**config.mk**
```make
export PLATFORM = sky130hd
export DESIGN_NAME = merger_top
export DESIGN_NICKNAME = d
export VERILOG_FILES = /design/src/design/merge_pkg.sv /design/src/design/tuple_fifo.sv /design/src/design/merge_control.sv /design/src/design/bitonic_split_stage.sv /design/src/design/pair_sort_stage.sv /design/src/design/merger_top.sv
export SDC_FILE = /design/constraint.sdc
export NUM_CORES = 2
export LEC_CHECK = 0
export ABC_AREA = 1
export BUFFER_PORTS_ARGS = -buffer_cell sky130_fd_sc_hd__buf_2
export CAP_MARGIN = 10
export CORE_AREA = 2 2 603 605
export CTS_CLUSTER_DIAMETER = 150
export DETAILED_ROUTE_END_ITERATION = 8
export DIE_AREA = 0 0 605 607
export GPL_TIMING_DRIVEN = 0
export PLACE_DENSITY_LB_ADDON = 0.25
export SLEW_MARGIN = 5
export SYNTH_ARGS = -nofsm -noshare
export SYNTH_HDL_FRONTEND = slang
export SYNTH_HIERARCHICAL = 1
export SYNTH_SLANG_ARGS = --single-unit
```
**constraint.sdc**
```tcl
create_clock -name i_clk -period 8.1 [get_ports i_clk]
set_clock_uncertainty 0.05 [all_clocks]
set_input_delay 1.215 -clock i_clk [delete_from_list [all_inputs] [get_ports i_clk]]
set_output_delay 1.215 -clock i_clk [all_outputs]
set_load 0.05 [all_outputs]
```
**src/design/merge_pkg.sv**
```systemverilog
package merge_pkg;

   // ~~~~~~~~~~~~~~~~~~~~~~~~~~~~~~~~~~~~~~~~
   // sizes
   // ~~~~~~~~~~~~~~~~~~~~~~~~~~~~~~~~~~~~~~~~

   localparam int KEY_W = 32;
   localparam int IN_FIFO_DEPTH = 16;
   localparam int OUT_FIFO_DEPTH = 16;

   // free output entries needed before a new command goes out
   // covers the command register, the pair register and the new command
   localparam int OUT_HEADROOM = 3;

   // ~~~~~~~~~~~~~~~~~~~~~~~~~~~~~~~~~~~~~~~~
   // types
   // ~~~~~~~~~~~~~~~~~~~~~~~~~~~~~~~~~~~~~~~~

   typedef logic [KEY_W-1:0] key_t; // zero is the end-of-list marker

   // lane 0 holds the smaller key in sorted data
   typedef struct packed {
      key_t lane1;
      key_t lane0;
   } tuple_t;

   typedef enum logic [1:0] {
      OP_PRIME = 2'd0, // load the held pair, no output
      OP_MERGE = 2'd1, // merge the held pair with a new tuple
      OP_FLUSH = 2'd2, // emit the held pair
      OP_TERM  = 2'd3  // emit the zero terminator
   } merge_op_t;

   // control to split stage
   typedef struct packed {
      logic      valid;
      merge_op_t op;
      tuple_t    data;
   } merge_cmd_t;

   // split stage to sort stage, lanes may arrive unordered
   typedef struct packed {
      logic   valid;
      tuple_t data;
   } pair_t;

endpackage

```
**src/design/tuple_fifo.sv**
```systemverilog
`timescale 1ns/100ps

module tuple_fifo #(
   parameter int DEPTH = 16
) (
   input  logic              i_clk,
   input  logic              i_rst,
   input  logic              i_wr,
   input  merge_pkg::tuple_t i_data,
   input  logic              i_rd,
   output merge_pkg::tuple_t o_data,
   output logic              o_empty,
   output logic              o_full,
   output logic              o_almost_full
);

   localparam int AW = $clog2(DEPTH);
   localparam int CW = $clog2(DEPTH + 1);

   merge_pkg::tuple_t mem [DEPTH];
   logic [AW-1:0]     wr_ptr;
   logic [AW-1:0]     rd_ptr;
   logic [CW-1:0]     count;
   logic              wr_en;
   logic              rd_en;

   function automatic logic [AW-1:0] next_ptr(input logic [AW-1:0] ptr);
      return (ptr == AW'(DEPTH - 1)) ? '0 : ptr + 1'b1;
   endfunction

   assign wr_en = i_wr & ~o_full;
   assign rd_en = i_rd & ~o_empty;

   always_ff @(posedge i_clk) begin
      if (wr_en) begin
         mem[wr_ptr] <= i_data;
      end
   end

   always_ff @(posedge i_clk) begin
      if (i_rst) begin
         wr_ptr <= '0;
         rd_ptr <= '0;
         count  <= '0;
      end else begin
         if (wr_en) begin
            wr_ptr <= next_ptr(wr_ptr);
         end
         if (rd_en) begin
            rd_ptr <= next_ptr(rd_ptr);
         end
         case ({wr_en, rd_en})
            2'b10:   count <= count + 1'b1;
            2'b01:   count <= count - 1'b1;
            default: count <= count;
         endcase
      end
   end

   assign o_data  = mem[rd_ptr]; // show-ahead, head is visible without a read
   assign o_empty = (count == '0);
   assign o_full  = (count == CW'(DEPTH));

   assign o_almost_full = (CW'(DEPTH) - count) < CW'(merge_pkg::OUT_HEADROOM);

   // an overflow here means the writer ignored the flags it was given
   a_no_overflow : assert property (@(posedge i_clk) disable iff (i_rst)
      i_wr |-> !o_full);

   a_no_underflow : assert property (@(posedge i_clk) disable iff (i_rst)
      i_rd |-> !o_empty);

endmodule

```
**src/design/merge_control.sv**
```systemverilog
`timescale 1ns/100ps

module merge_control (
   input  logic                  i_clk,
   input  logic                  i_rst,
   input  merge_pkg::tuple_t     i_head_a,
   input  merge_pkg::tuple_t     i_head_b,
   input  logic                  i_empty_a,
   input  logic                  i_empty_b,
   input  logic                  i_out_almost_full,
   output logic                  o_pop_a,
   output logic                  o_pop_b,
   output merge_pkg::merge_cmd_t o_cmd
);

   typedef enum logic [1:0] {
      IDLE  = 2'd0, // waiting for the first tuple of a list pair
      RUN   = 2'd1,
      FLUSH = 2'd2,
      TERM  = 2'd3
   } state_t;

   state_t                state;
   state_t                state_next;
   merge_pkg::merge_cmd_t cmd_next;
   merge_pkg::tuple_t     picked;
   logic                  heads_ok;
   logic                  a_done;
   logic                  b_done;
   logic                  both_done;
   logic                  pick_a;

   // ~~~~~~~~~~~~~~~~~~~~~~~~~~~~~~~~~~~~~~~~
   // selection
   // ~~~~~~~~~~~~~~~~~~~~~~~~~~~~~~~~~~~~~~~~

   assign heads_ok  = ~i_empty_a & ~i_empty_b; // both heads must be known to compare
   assign a_done    = (i_head_a.lane0 == '0);
   assign b_done    = (i_head_b.lane0 == '0);
   assign both_done = a_done & b_done;

   // ties go to stream A
   assign pick_a = ~a_done & (b_done | (i_head_a.lane0 <= i_head_b.lane0));
   assign picked = pick_a ? i_head_a : i_head_b;

   // ~~~~~~~~~~~~~~~~~~~~~~~~~~~~~~~~~~~~~~~~
   // sequencing
   // ~~~~~~~~~~~~~~~~~~~~~~~~~~~~~~~~~~~~~~~~

   always_comb begin
      o_pop_a    = 1'b0;
      o_pop_b    = 1'b0;
      state_next = state;
      cmd_next   = '0;
      case (state)
         IDLE: begin
            if (heads_ok && both_done) begin
               state_next = TERM; // two empty lists, nothing held to flush
            end else if (heads_ok && !i_out_almost_full) begin
               o_pop_a        = pick_a;
               o_pop_b        = ~pick_a;
               cmd_next.valid = 1'b1;
               cmd_next.op    = merge_pkg::OP_PRIME;
               cmd_next.data  = picked;
               state_next     = RUN;
            end
         end
         RUN: begin
            if (heads_ok && both_done) begin
               state_next = FLUSH;
            end else if (heads_ok && !i_out_almost_full) begin
               o_pop_a        = pick_a;
               o_pop_b        = ~pick_a;
               cmd_next.valid = 1'b1;
               cmd_next.op    = merge_pkg::OP_MERGE;
               cmd_next.data  = picked;
            end
         end
         FLUSH: begin
            if (!i_out_almost_full) begin
               cmd_next.valid = 1'b1;
               cmd_next.op    = merge_pkg::OP_FLUSH;
               state_next     = TERM;
            end
         end
         TERM: begin
            if (heads_ok && !i_out_almost_full) begin
               o_pop_a        = 1'b1; // both terminators leave together
               o_pop_b        = 1'b1;
               cmd_next.valid = 1'b1;
               cmd_next.op    = merge_pkg::OP_TERM;
               state_next     = IDLE;
            end
         end
         default: state_next = IDLE;
      endcase
   end

   always_ff @(posedge i_clk) begin
      if (i_rst) begin
         state       <= IDLE;
         o_cmd.valid <= 1'b0;
      end else begin
         state       <= state_next;
         o_cmd.valid <= cmd_next.valid;
      end
   end

   always_ff @(posedge i_clk) begin
      o_cmd.op   <= cmd_next.op;
      o_cmd.data <= cmd_next.data;
   end

   // a double pop may only drop the two end markers
   a_single_pop : assert property (@(posedge i_clk) disable iff (i_rst)
      (o_pop_a && o_pop_b) |-> (i_head_a == '0 && i_head_b == '0));

endmodule

```
**src/design/bitonic_split_stage.sv**
```systemverilog
`timescale 1ns/100ps

module bitonic_split_stage (
   input  logic                  i_clk,
   input  logic                  i_rst,
   input  merge_pkg::merge_cmd_t i_cmd,
   output merge_pkg::pair_t      o_pair
);

   merge_pkg::tuple_t held; // upper pair kept back from the previous merge
   merge_pkg::tuple_t lower;
   merge_pkg::tuple_t upper;
   merge_pkg::key_t   lo0;
   merge_pkg::key_t   hi0;
   merge_pkg::key_t   lo1;
   merge_pkg::key_t   hi1;

   // held lane0, held lane1, new lane1, new lane0 is bitonic,
   // so one rank of cross compares splits it into lower and upper halves
   always_comb begin
      if (i_cmd.data.lane0 <= held.lane1) begin
         lo0 = i_cmd.data.lane0;
         hi0 = held.lane1;
      end else begin
         lo0 = held.lane1;
         hi0 = i_cmd.data.lane0;
      end
      if (i_cmd.data.lane1 <= held.lane0) begin
         lo1 = i_cmd.data.lane1;
         hi1 = held.lane0;
      end else begin
         lo1 = held.lane0;
         hi1 = i_cmd.data.lane1;
      end
      lower.lane0 = lo0; // left unordered, the sort stage finishes it
      lower.lane1 = lo1;
      upper.lane0 = (hi0 <= hi1) ? hi0 : hi1;
      upper.lane1 = (hi0 <= hi1) ? hi1 : hi0;
   end

   always_ff @(posedge i_clk) begin
      if (i_rst) begin
         held         <= '0;
         o_pair.valid <= 1'b0;
      end else begin
         o_pair.valid <= i_cmd.valid && (i_cmd.op != merge_pkg::OP_PRIME);
         if (i_cmd.valid) begin
            case (i_cmd.op)
               merge_pkg::OP_PRIME: held <= i_cmd.data;
               merge_pkg::OP_MERGE: held <= upper;
               merge_pkg::OP_FLUSH: held <= '0;
               default:             held <= held;
            endcase
         end
      end
   end

   always_ff @(posedge i_clk) begin
      case (i_cmd.op)
         merge_pkg::OP_MERGE: o_pair.data <= lower;
         merge_pkg::OP_FLUSH: o_pair.data <= held;
         default:             o_pair.data <= '0; // terminator
      endcase
   end

endmodule

```
**src/design/pair_sort_stage.sv**
```systemverilog
`timescale 1ns/100ps

module pair_sort_stage (
   input  logic              i_clk,
   input  logic              i_rst,
   input  merge_pkg::pair_t  i_pair,
   output logic              o_wr,
   output merge_pkg::tuple_t o_data
);

   merge_pkg::key_t last_key; // top key written so far in the current list

   // the pair register upstream feeds this swap, the output FIFO stores it
   always_comb begin
      o_wr = i_pair.valid;
      if (i_pair.data.lane0 <= i_pair.data.lane1) begin
         o_data = i_pair.data; // a zero tuple always lands here unchanged
      end else begin
         o_data.lane0 = i_pair.data.lane1;
         o_data.lane1 = i_pair.data.lane0;
      end
   end

   always_ff @(posedge i_clk) begin
      if (i_rst) begin
         last_key <= '0;
      end else if (o_wr) begin
         last_key <= o_data.lane1; // the terminator brings it back to zero
      end
   end

   // lanes in order and the stream never steps back within a list
   a_sorted_out : assert property (@(posedge i_clk) disable iff (i_rst)
      (o_wr && o_data != '0) |->
         (o_data.lane0 <= o_data.lane1 && last_key <= o_data.lane0));

endmodule

```
**src/design/merger_top.sv**
```systemverilog
`timescale 1ns/100ps

module merger_top (
   input  logic              i_clk,
   input  logic              i_rst,
   input  merge_pkg::tuple_t i_in_a,
   input  merge_pkg::tuple_t i_in_b,
   input  logic              i_in_a_empty,
   input  logic              i_in_b_empty,
   input  logic              i_out_ready,
   output logic              o_in_a_read,
   output logic              o_in_b_read,
   output logic              o_out_write,
   output merge_pkg::tuple_t o_out_data
);

   merge_pkg::tuple_t     head_a;
   merge_pkg::tuple_t     head_b;
   logic                  empty_a;
   logic                  empty_b;
   logic                  full_a;
   logic                  full_b;
   logic                  pop_a;
   logic                  pop_b;
   logic                  out_empty;
   logic                  out_almost_full;
   merge_pkg::merge_cmd_t cmd;
   merge_pkg::pair_t      pair;
   logic                  sort_wr;
   merge_pkg::tuple_t     sort_data;

   // upstream pops on the same edge that our FIFO takes the tuple
   assign o_in_a_read = ~i_in_a_empty & ~full_a;
   assign o_in_b_read = ~i_in_b_empty & ~full_b;
   assign o_out_write = i_out_ready & ~out_empty;

   // ~~~~~~~~~~~~~~~~~~~~~~~~~~~~~~~~~~~~~~~~
   // input side
   // ~~~~~~~~~~~~~~~~~~~~~~~~~~~~~~~~~~~~~~~~

   tuple_fifo #(.DEPTH(merge_pkg::IN_FIFO_DEPTH)) u_fifo_a (
      .i_clk         (i_clk),
      .i_rst         (i_rst),
      .i_wr          (o_in_a_read),
      .i_data        (i_in_a),
      .i_rd          (pop_a),
      .o_data        (head_a),
      .o_empty       (empty_a),
      .o_full        (full_a),
      .o_almost_full ()
   );

   tuple_fifo #(.DEPTH(merge_pkg::IN_FIFO_DEPTH)) u_fifo_b (
      .i_clk         (i_clk),
      .i_rst         (i_rst),
      .i_wr          (o_in_b_read),
      .i_data        (i_in_b),
      .i_rd          (pop_b),
      .o_data        (head_b),
      .o_empty       (empty_b),
      .o_full        (full_b),
      .o_almost_full ()
   );

   merge_control u_control (
      .i_clk             (i_clk),
      .i_rst             (i_rst),
      .i_head_a          (head_a),
      .i_head_b          (head_b),
      .i_empty_a         (empty_a),
      .i_empty_b         (empty_b),
      .i_out_almost_full (out_almost_full),
      .o_pop_a           (pop_a),
      .o_pop_b           (pop_b),
      .o_cmd             (cmd)
   );

   // ~~~~~~~~~~~~~~~~~~~~~~~~~~~~~~~~~~~~~~~~
   // network and output side
   // ~~~~~~~~~~~~~~~~~~~~~~~~~~~~~~~~~~~~~~~~

   bitonic_split_stage u_split (
      .i_clk  (i_clk),
      .i_rst  (i_rst),
      .i_cmd  (cmd),
      .o_pair (pair)
   );

   pair_sort_stage u_sort (
      .i_clk  (i_clk),
      .i_rst  (i_rst),
      .i_pair (pair),
      .o_wr   (sort_wr),
      .o_data (sort_data)
   );

   tuple_fifo #(.DEPTH(merge_pkg::OUT_FIFO_DEPTH)) u_fifo_out (
      .i_clk         (i_clk),
      .i_rst         (i_rst),
      .i_wr          (sort_wr),
      .i_data        (sort_data),
      .i_rd          (o_out_write),
      .o_data        (o_out_data),
      .o_empty       (out_empty),
      .o_full        (),
      .o_almost_full (out_almost_full)
   );

endmodule

```
Word level (Yosys, flattened, before mapping)
Memories as Yosys holds them, arrays and structs flattened. A register that Yosys moved wholly into a read port is not among the register bits.
Cells that the tools add are included.
{"block": "word_totals", "output_inout_bits": 67, "in_bits": 133, "romBits": 0, "register_bits": 237, "ram_bits": 3072, "elab_cells": 159, "n_memories": 3, "latchBits": 0}
{"block": "classes", "bitwise": 23, "div": 0, "add_sub_neg": 13, "reduce_logical": 19, "n_shift": 0, "eq_ne": 24, "mux": 52, "mul": 0, "order_cmp": 6}
{"name": "u_fifo_a.mem", "words": 16, "word_bits": 64, "read_ports": 1, "rd_clocked_by_memory_dff": 1, "wr": 1, "line_no": "tuple_fifo.sv:20", "rtl": "merge_pkg::tuple_t mem [DEPTH];"}
{"name": "u_fifo_b.mem", "words": 16, "word_bits": 64, "read_ports": 1, "rd_clocked_by_memory_dff": 1, "wr": 1, "line_no": "tuple_fifo.sv:20"}
{"name": "u_fifo_out.mem", "words": 16, "word_bits": 64, "read_ports": 1, "rd_clocked_by_memory_dff": 1, "wr": 1, "line_no": "tuple_fifo.sv:20"}
{"operator": "two-way mux 67 bit", "n": 4}
{"operator": "one-hot mux 64 bit (2 select lines)", "n": 2}
{"operator": "two-way mux 32 bit", "n": 6}
{"operator": "one-hot mux 64 bit (3 select lines)", "n": 1}
{"operator": "less-or-equal comparator 32 bit", "n": 5}
{"operator": "two-way mux 64 bit", "n": 2}
{"operator": "zero test 32 bit", "n": 2}
{"operator": "two-way mux 4 bit", "n": 12}
{"operator": "one-hot mux 5 bit (2 select lines)", "n": 3}
{"operator": "adder 4 x 1 -> 4 bit (second input constant)", "n": 6}
{"operator": "equality test 4 bit (second input constant)", "n": 6}
{"operator": "adder 5 x 1 -> 5 bit (second input constant)", "n": 3}
{"operator": "equality test 5 bit (second input constant)", "n": 3}
{"operator": "zero test 5 bit", "n": 3}
{"operator": "subtractor 5 x 1 -> 5 bit (second input constant)", "n": 3}
{"operator": "AND 1 bit", "n": 12}
{"operator": "equality test 2 bit (second input constant)", "n": 6}
{"operator": "one-hot mux 3 bit (4 select lines)", "n": 1}
{"operator": "two-way mux 1 bit", "n": 11}
{"operator": "equality test 2 x 1 -> 1 bit (second input constant)", "n": 5}
{"operator": "two-way mux 2 bit", "n": 5}
{"operator": "NOT 1 bit", "n": 10}
{"operator": "one-hot mux 2 bit (4 select lines)", "n": 1}
{"operator": "nonzero test 2 bit", "n": 4}
{"operator": "other kinds (15)", "n": 21}

Depth between registers and ports, before layout
{"block": "logic_depth", "ltp_word": 10, "ltp_mapped": 43, "depth_no_buf": 38}

By module
Netlist, hierarchy kept.
{"mod": "tuple_fifo (u_fifo_a ...)", "seq_area_each_um2": 31089.8, "instances": 2, "cells_per_inst": 3379, "area_per_inst_um2": 42736.0}
{"mod": "tuple_fifo (u_fifo_out)", "seq_area_each_um2": 31089.8, "instances": 1, "cells_per_inst": 3379, "area_per_inst_um2": 42669.7}
{"mod": "bitonic_split_stage", "seq_area_each_um2": 2582.5, "instances": 1, "cells_per_inst": 1458, "area_per_inst_um2": 9690.5}
{"mod": "merge_control", "seq_area_each_um2": 1381.3, "instances": 1, "cells_per_inst": 497, "area_per_inst_um2": 3915.0}
{"mod": "pair_sort_stage", "seq_area_each_um2": 0.0, "instances": 1, "cells_per_inst": 354, "area_per_inst_um2": 1811.7}
{"mod": "merger_top", "seq_area_each_um2": 0.0, "instances": 1, "cells_per_inst": 4, "area_per_inst_um2": 17.5}

Worst setup path after synthesis
Ideal clock, no wire load.
{"block": "synth_timing", "kind": "in2reg", "from": "input i_in_a_empty", "to": "memory u_fifo_a/mem[11][0] (netlist name), enable pin", "path_buffers": 0, "t_arrival_ns": 5.261, "setup_ns": 0.486, "slack_ns": 2.303, "path_stages": 7, "t_required_ns": 7.564, "cell_sequence": "nor2_1 -> inv_1 -> nor2_1 -> inv_1 -> nor2_1 -> nand2_1 -> nor2_1"}
{"block": "synth_between", "elab_chain_len": 5}
{"element": "from (decl)", "line_no": "merger_top.sv:8", "rtl": "input logic i_in_a_empty,"}
{"element": "NOT 1 bit", "line_no": "merger_top.sv:33", "rtl": "assign o_in_a_read = ~i_in_a_empty & ~full_a;"}
{"element": "AND 1 bit", "line_no": "merger_top.sv:33"}
{"element": "AND 1 bit", "line_no": "tuple_fifo.sv:31", "rtl": "assign wr_en = i_wr & ~o_full;"}
{"element": "two-way mux 1 bit", "line_no": "tuple_fifo.sv:35", "rtl": "if (wr_en) begin"}
{"element": "two-way mux 1 bit (not written as such)", "line_no": "tuple_fifo.sv:36", "rtl": "mem[wr_ptr] <= i_data;"}
{"element": "to (decl)", "line_no": "tuple_fifo.sv:20"}
No other way between the ends.

==> summary.md <==
| Metric | Value |
|---|---|
| # DRC | 0 |
| Worst Min Path Start | u_fifo_b/rd_ptr[2] |
| Final setup viols | 0 |
| Number of global-route vias before repair | 93300 |
| Cell count after synthesis | 12400 |
| Cell class contributing the biggest share of worst-path delay | buffers and inverters |
| Detailed Route WL | 462000 um |
| First-pass GRT wire length | 656000 um |
| 1st-pass router iterations | 9 |
| Initial antenna violation count | 74 |
| Pwr dens | 320 nW/um^2 |
| IO Port Bufs | 199 |
| Slew Limit Headroom | 0.129 |
| DR vias | 99300 |
| Max incr delay on CP | 0.99 ns |
| CP startpoint kind | flip-flop |
| Place WS | 0.923 ns |
| Setup Total Neg Slack | 0 ns |
| Max-slew violation count | 0 |
| Synthesized Nets | 12800 |
| H-tree levels | 5 |
| Clock Sinks | 3321 |
| Worst EP required | 8.94 ns |
| Final min period | 7.05 ns |
| Largest net degree at the start of global routing | 27 |
| CTS Hold Buffers Added | 0 |
| Most frequent cells in the layout | 3072 x edfxtp_1, 1853 x inv_1, 1583 x nand2_1 |
| RSZ-0062 raised after global routing | false |
| Die X-Extent | 605 um |
| TritonCTS buffer count | 363 |
| Std cell rows | 221 |
| Routed len/inst | 25.3 um |
| Crit. End Element | flip-flop |
| Clock root buffer | clkbuf_16 |
| Post-DRT Antenna Nets | 0 |
| IO Count | 200 |
| Die area | 367000 sq um |
| Leak | 60.3 nW |
| CP Max Fanout | 10 |
| Leading cell type in the layout, fill and taps excluded | edfxtp_1 |
| Post-CTS sizing | 0 |
| Final hold slack | 0.435 ns |
| Placer congestion estimate | 0.956 |
| WP data arrival | 7.89 ns |
| Max_cap viols | 0 |
| Critical path class | reg -> reg |
| Worst min path class | reg -> reg |
| Maximum root-to-sink buffer count | 4 |
| CP most frequent cell | nand2_1 |
| CTS tree | done |
| Worst Max-Slew Pin Slew | 1.31 ns |
| Core area | 361000 sq um |
| Fraction of layout cells with a size suffix above 1 | 0.112 |
| Synth-to-Final Area Change | 15.1% |
| Vias per std cell | 5.45 |
| Chip height | 607 um |
| Final worst setup slack | 1.05 ns |
| Syn_area_per_cell | 11.5 sq um |
| Remaining Overflow, GRT | 0 |
| CP max-delay cell | clkbuf_1 |
| Clk_lat worst skew | 1.00 ns |
| Reg clk slew, reported paths | 0.06 ns |
| GRT Total Usage | 0.245 |
| Worst path bufs/invs | 9 |
| Post-CTS setup buffers | 0 |
| Final Hold Viols | 0 |
| Detailed Route Iter0 Violations | 11500 |
| Max IR drop VDD | 0.539 mV |
| Synthesis Warnings | 6 |
| Tcrit/Tclk final | 0.871 |
| Nets@finish | 13500 |
| Maximum clock frequency | 0.142 GHz |
| Cell Area, Synth | 144000 sq um |
| # fillers | 32400 |
| Status | completed |
| HPWL Detailed | 317000 um |
| Initial Utilization | 0.398 |
where the power goes:
part | internal [mW] | switching (mW)
logic | 5.06 | 12.0
registers | 19.3 | 0.495
clock network | 9.20 | 6.86
total | 33.6 | 19.3
through the flow:
step                utilization  std cells  area [sq um]  power, mW
CTS                       0.457      18200        165000       52.8
global route              0.458      18200        165000       55.0
global placement          0.417      17400        150000       36.6
detailed placement        0.426      17600        154000       36.8
floorplan                     -      12400        144000       30.4
finish                    0.458      18200        165000       52.9
layer usage:
| metal | vias up | wire length [um] | global-route usage |
|---|---|---|---|
| met3 | 853 | 37700 | 0.0371 |
| met2 | 4486 | 216000 | 0.398 |
| met4 | 40 | 19200 | 0.101 |
| met5 | - | 230 | 0 |
| li1 | 45300 | - | - |
| met1 | 48700 | 189000 | 0.329 |
worst paths after layout:
path,end,slack [ns],cells after the start
hold reg to reg,flip-flop,0.43,2
setup / recovery,u_fifo_a/count[4],1.05,31
hold / removal,flip-flop,0.43,2
setup reg to reg,u_fifo_a/count[4],1.05,31
sequential cells by signal (all words and copies together), names as in the netlist, 5 cells and up, named ones only:
name              flops
u_split/held         64
u_control/o_cmd      67
u_fifo_a/count        5
u_fifo_out/mem     1024
u_fifo_b/mem       1024
u_split/o_pair       65
u_fifo_b/count        5
u_fifo_a/mem       1024
u_fifo_out/count      5
area by class of cell:
cell class | instances | area (sq um) | share of cell area
sequential | 3321 | 97200 | 0.589
multi-input combinational | 6472 | 34700 | 0.210
clock buffer | 465 | 9810 | 0.0594
inverter | 1869 | 7020 | 0.0425
tap | 4794 | 6000 | 0.0363
buffer | 776 | 4970 | 0.0301
timing repair buffer | 330 | 3780 | 0.0229
clock inverter | 183 | 1620 | 0.00980
antenna | 24 | 60.1 | 0.000364
tightest hold or removal path: stages, from the launching register on:
cell and delay (ns):
dfxtp_1 0.32, inv_1 0.05, a21oi_1 0.07
No activity file was read; power rests on OpenSTA's default activity.
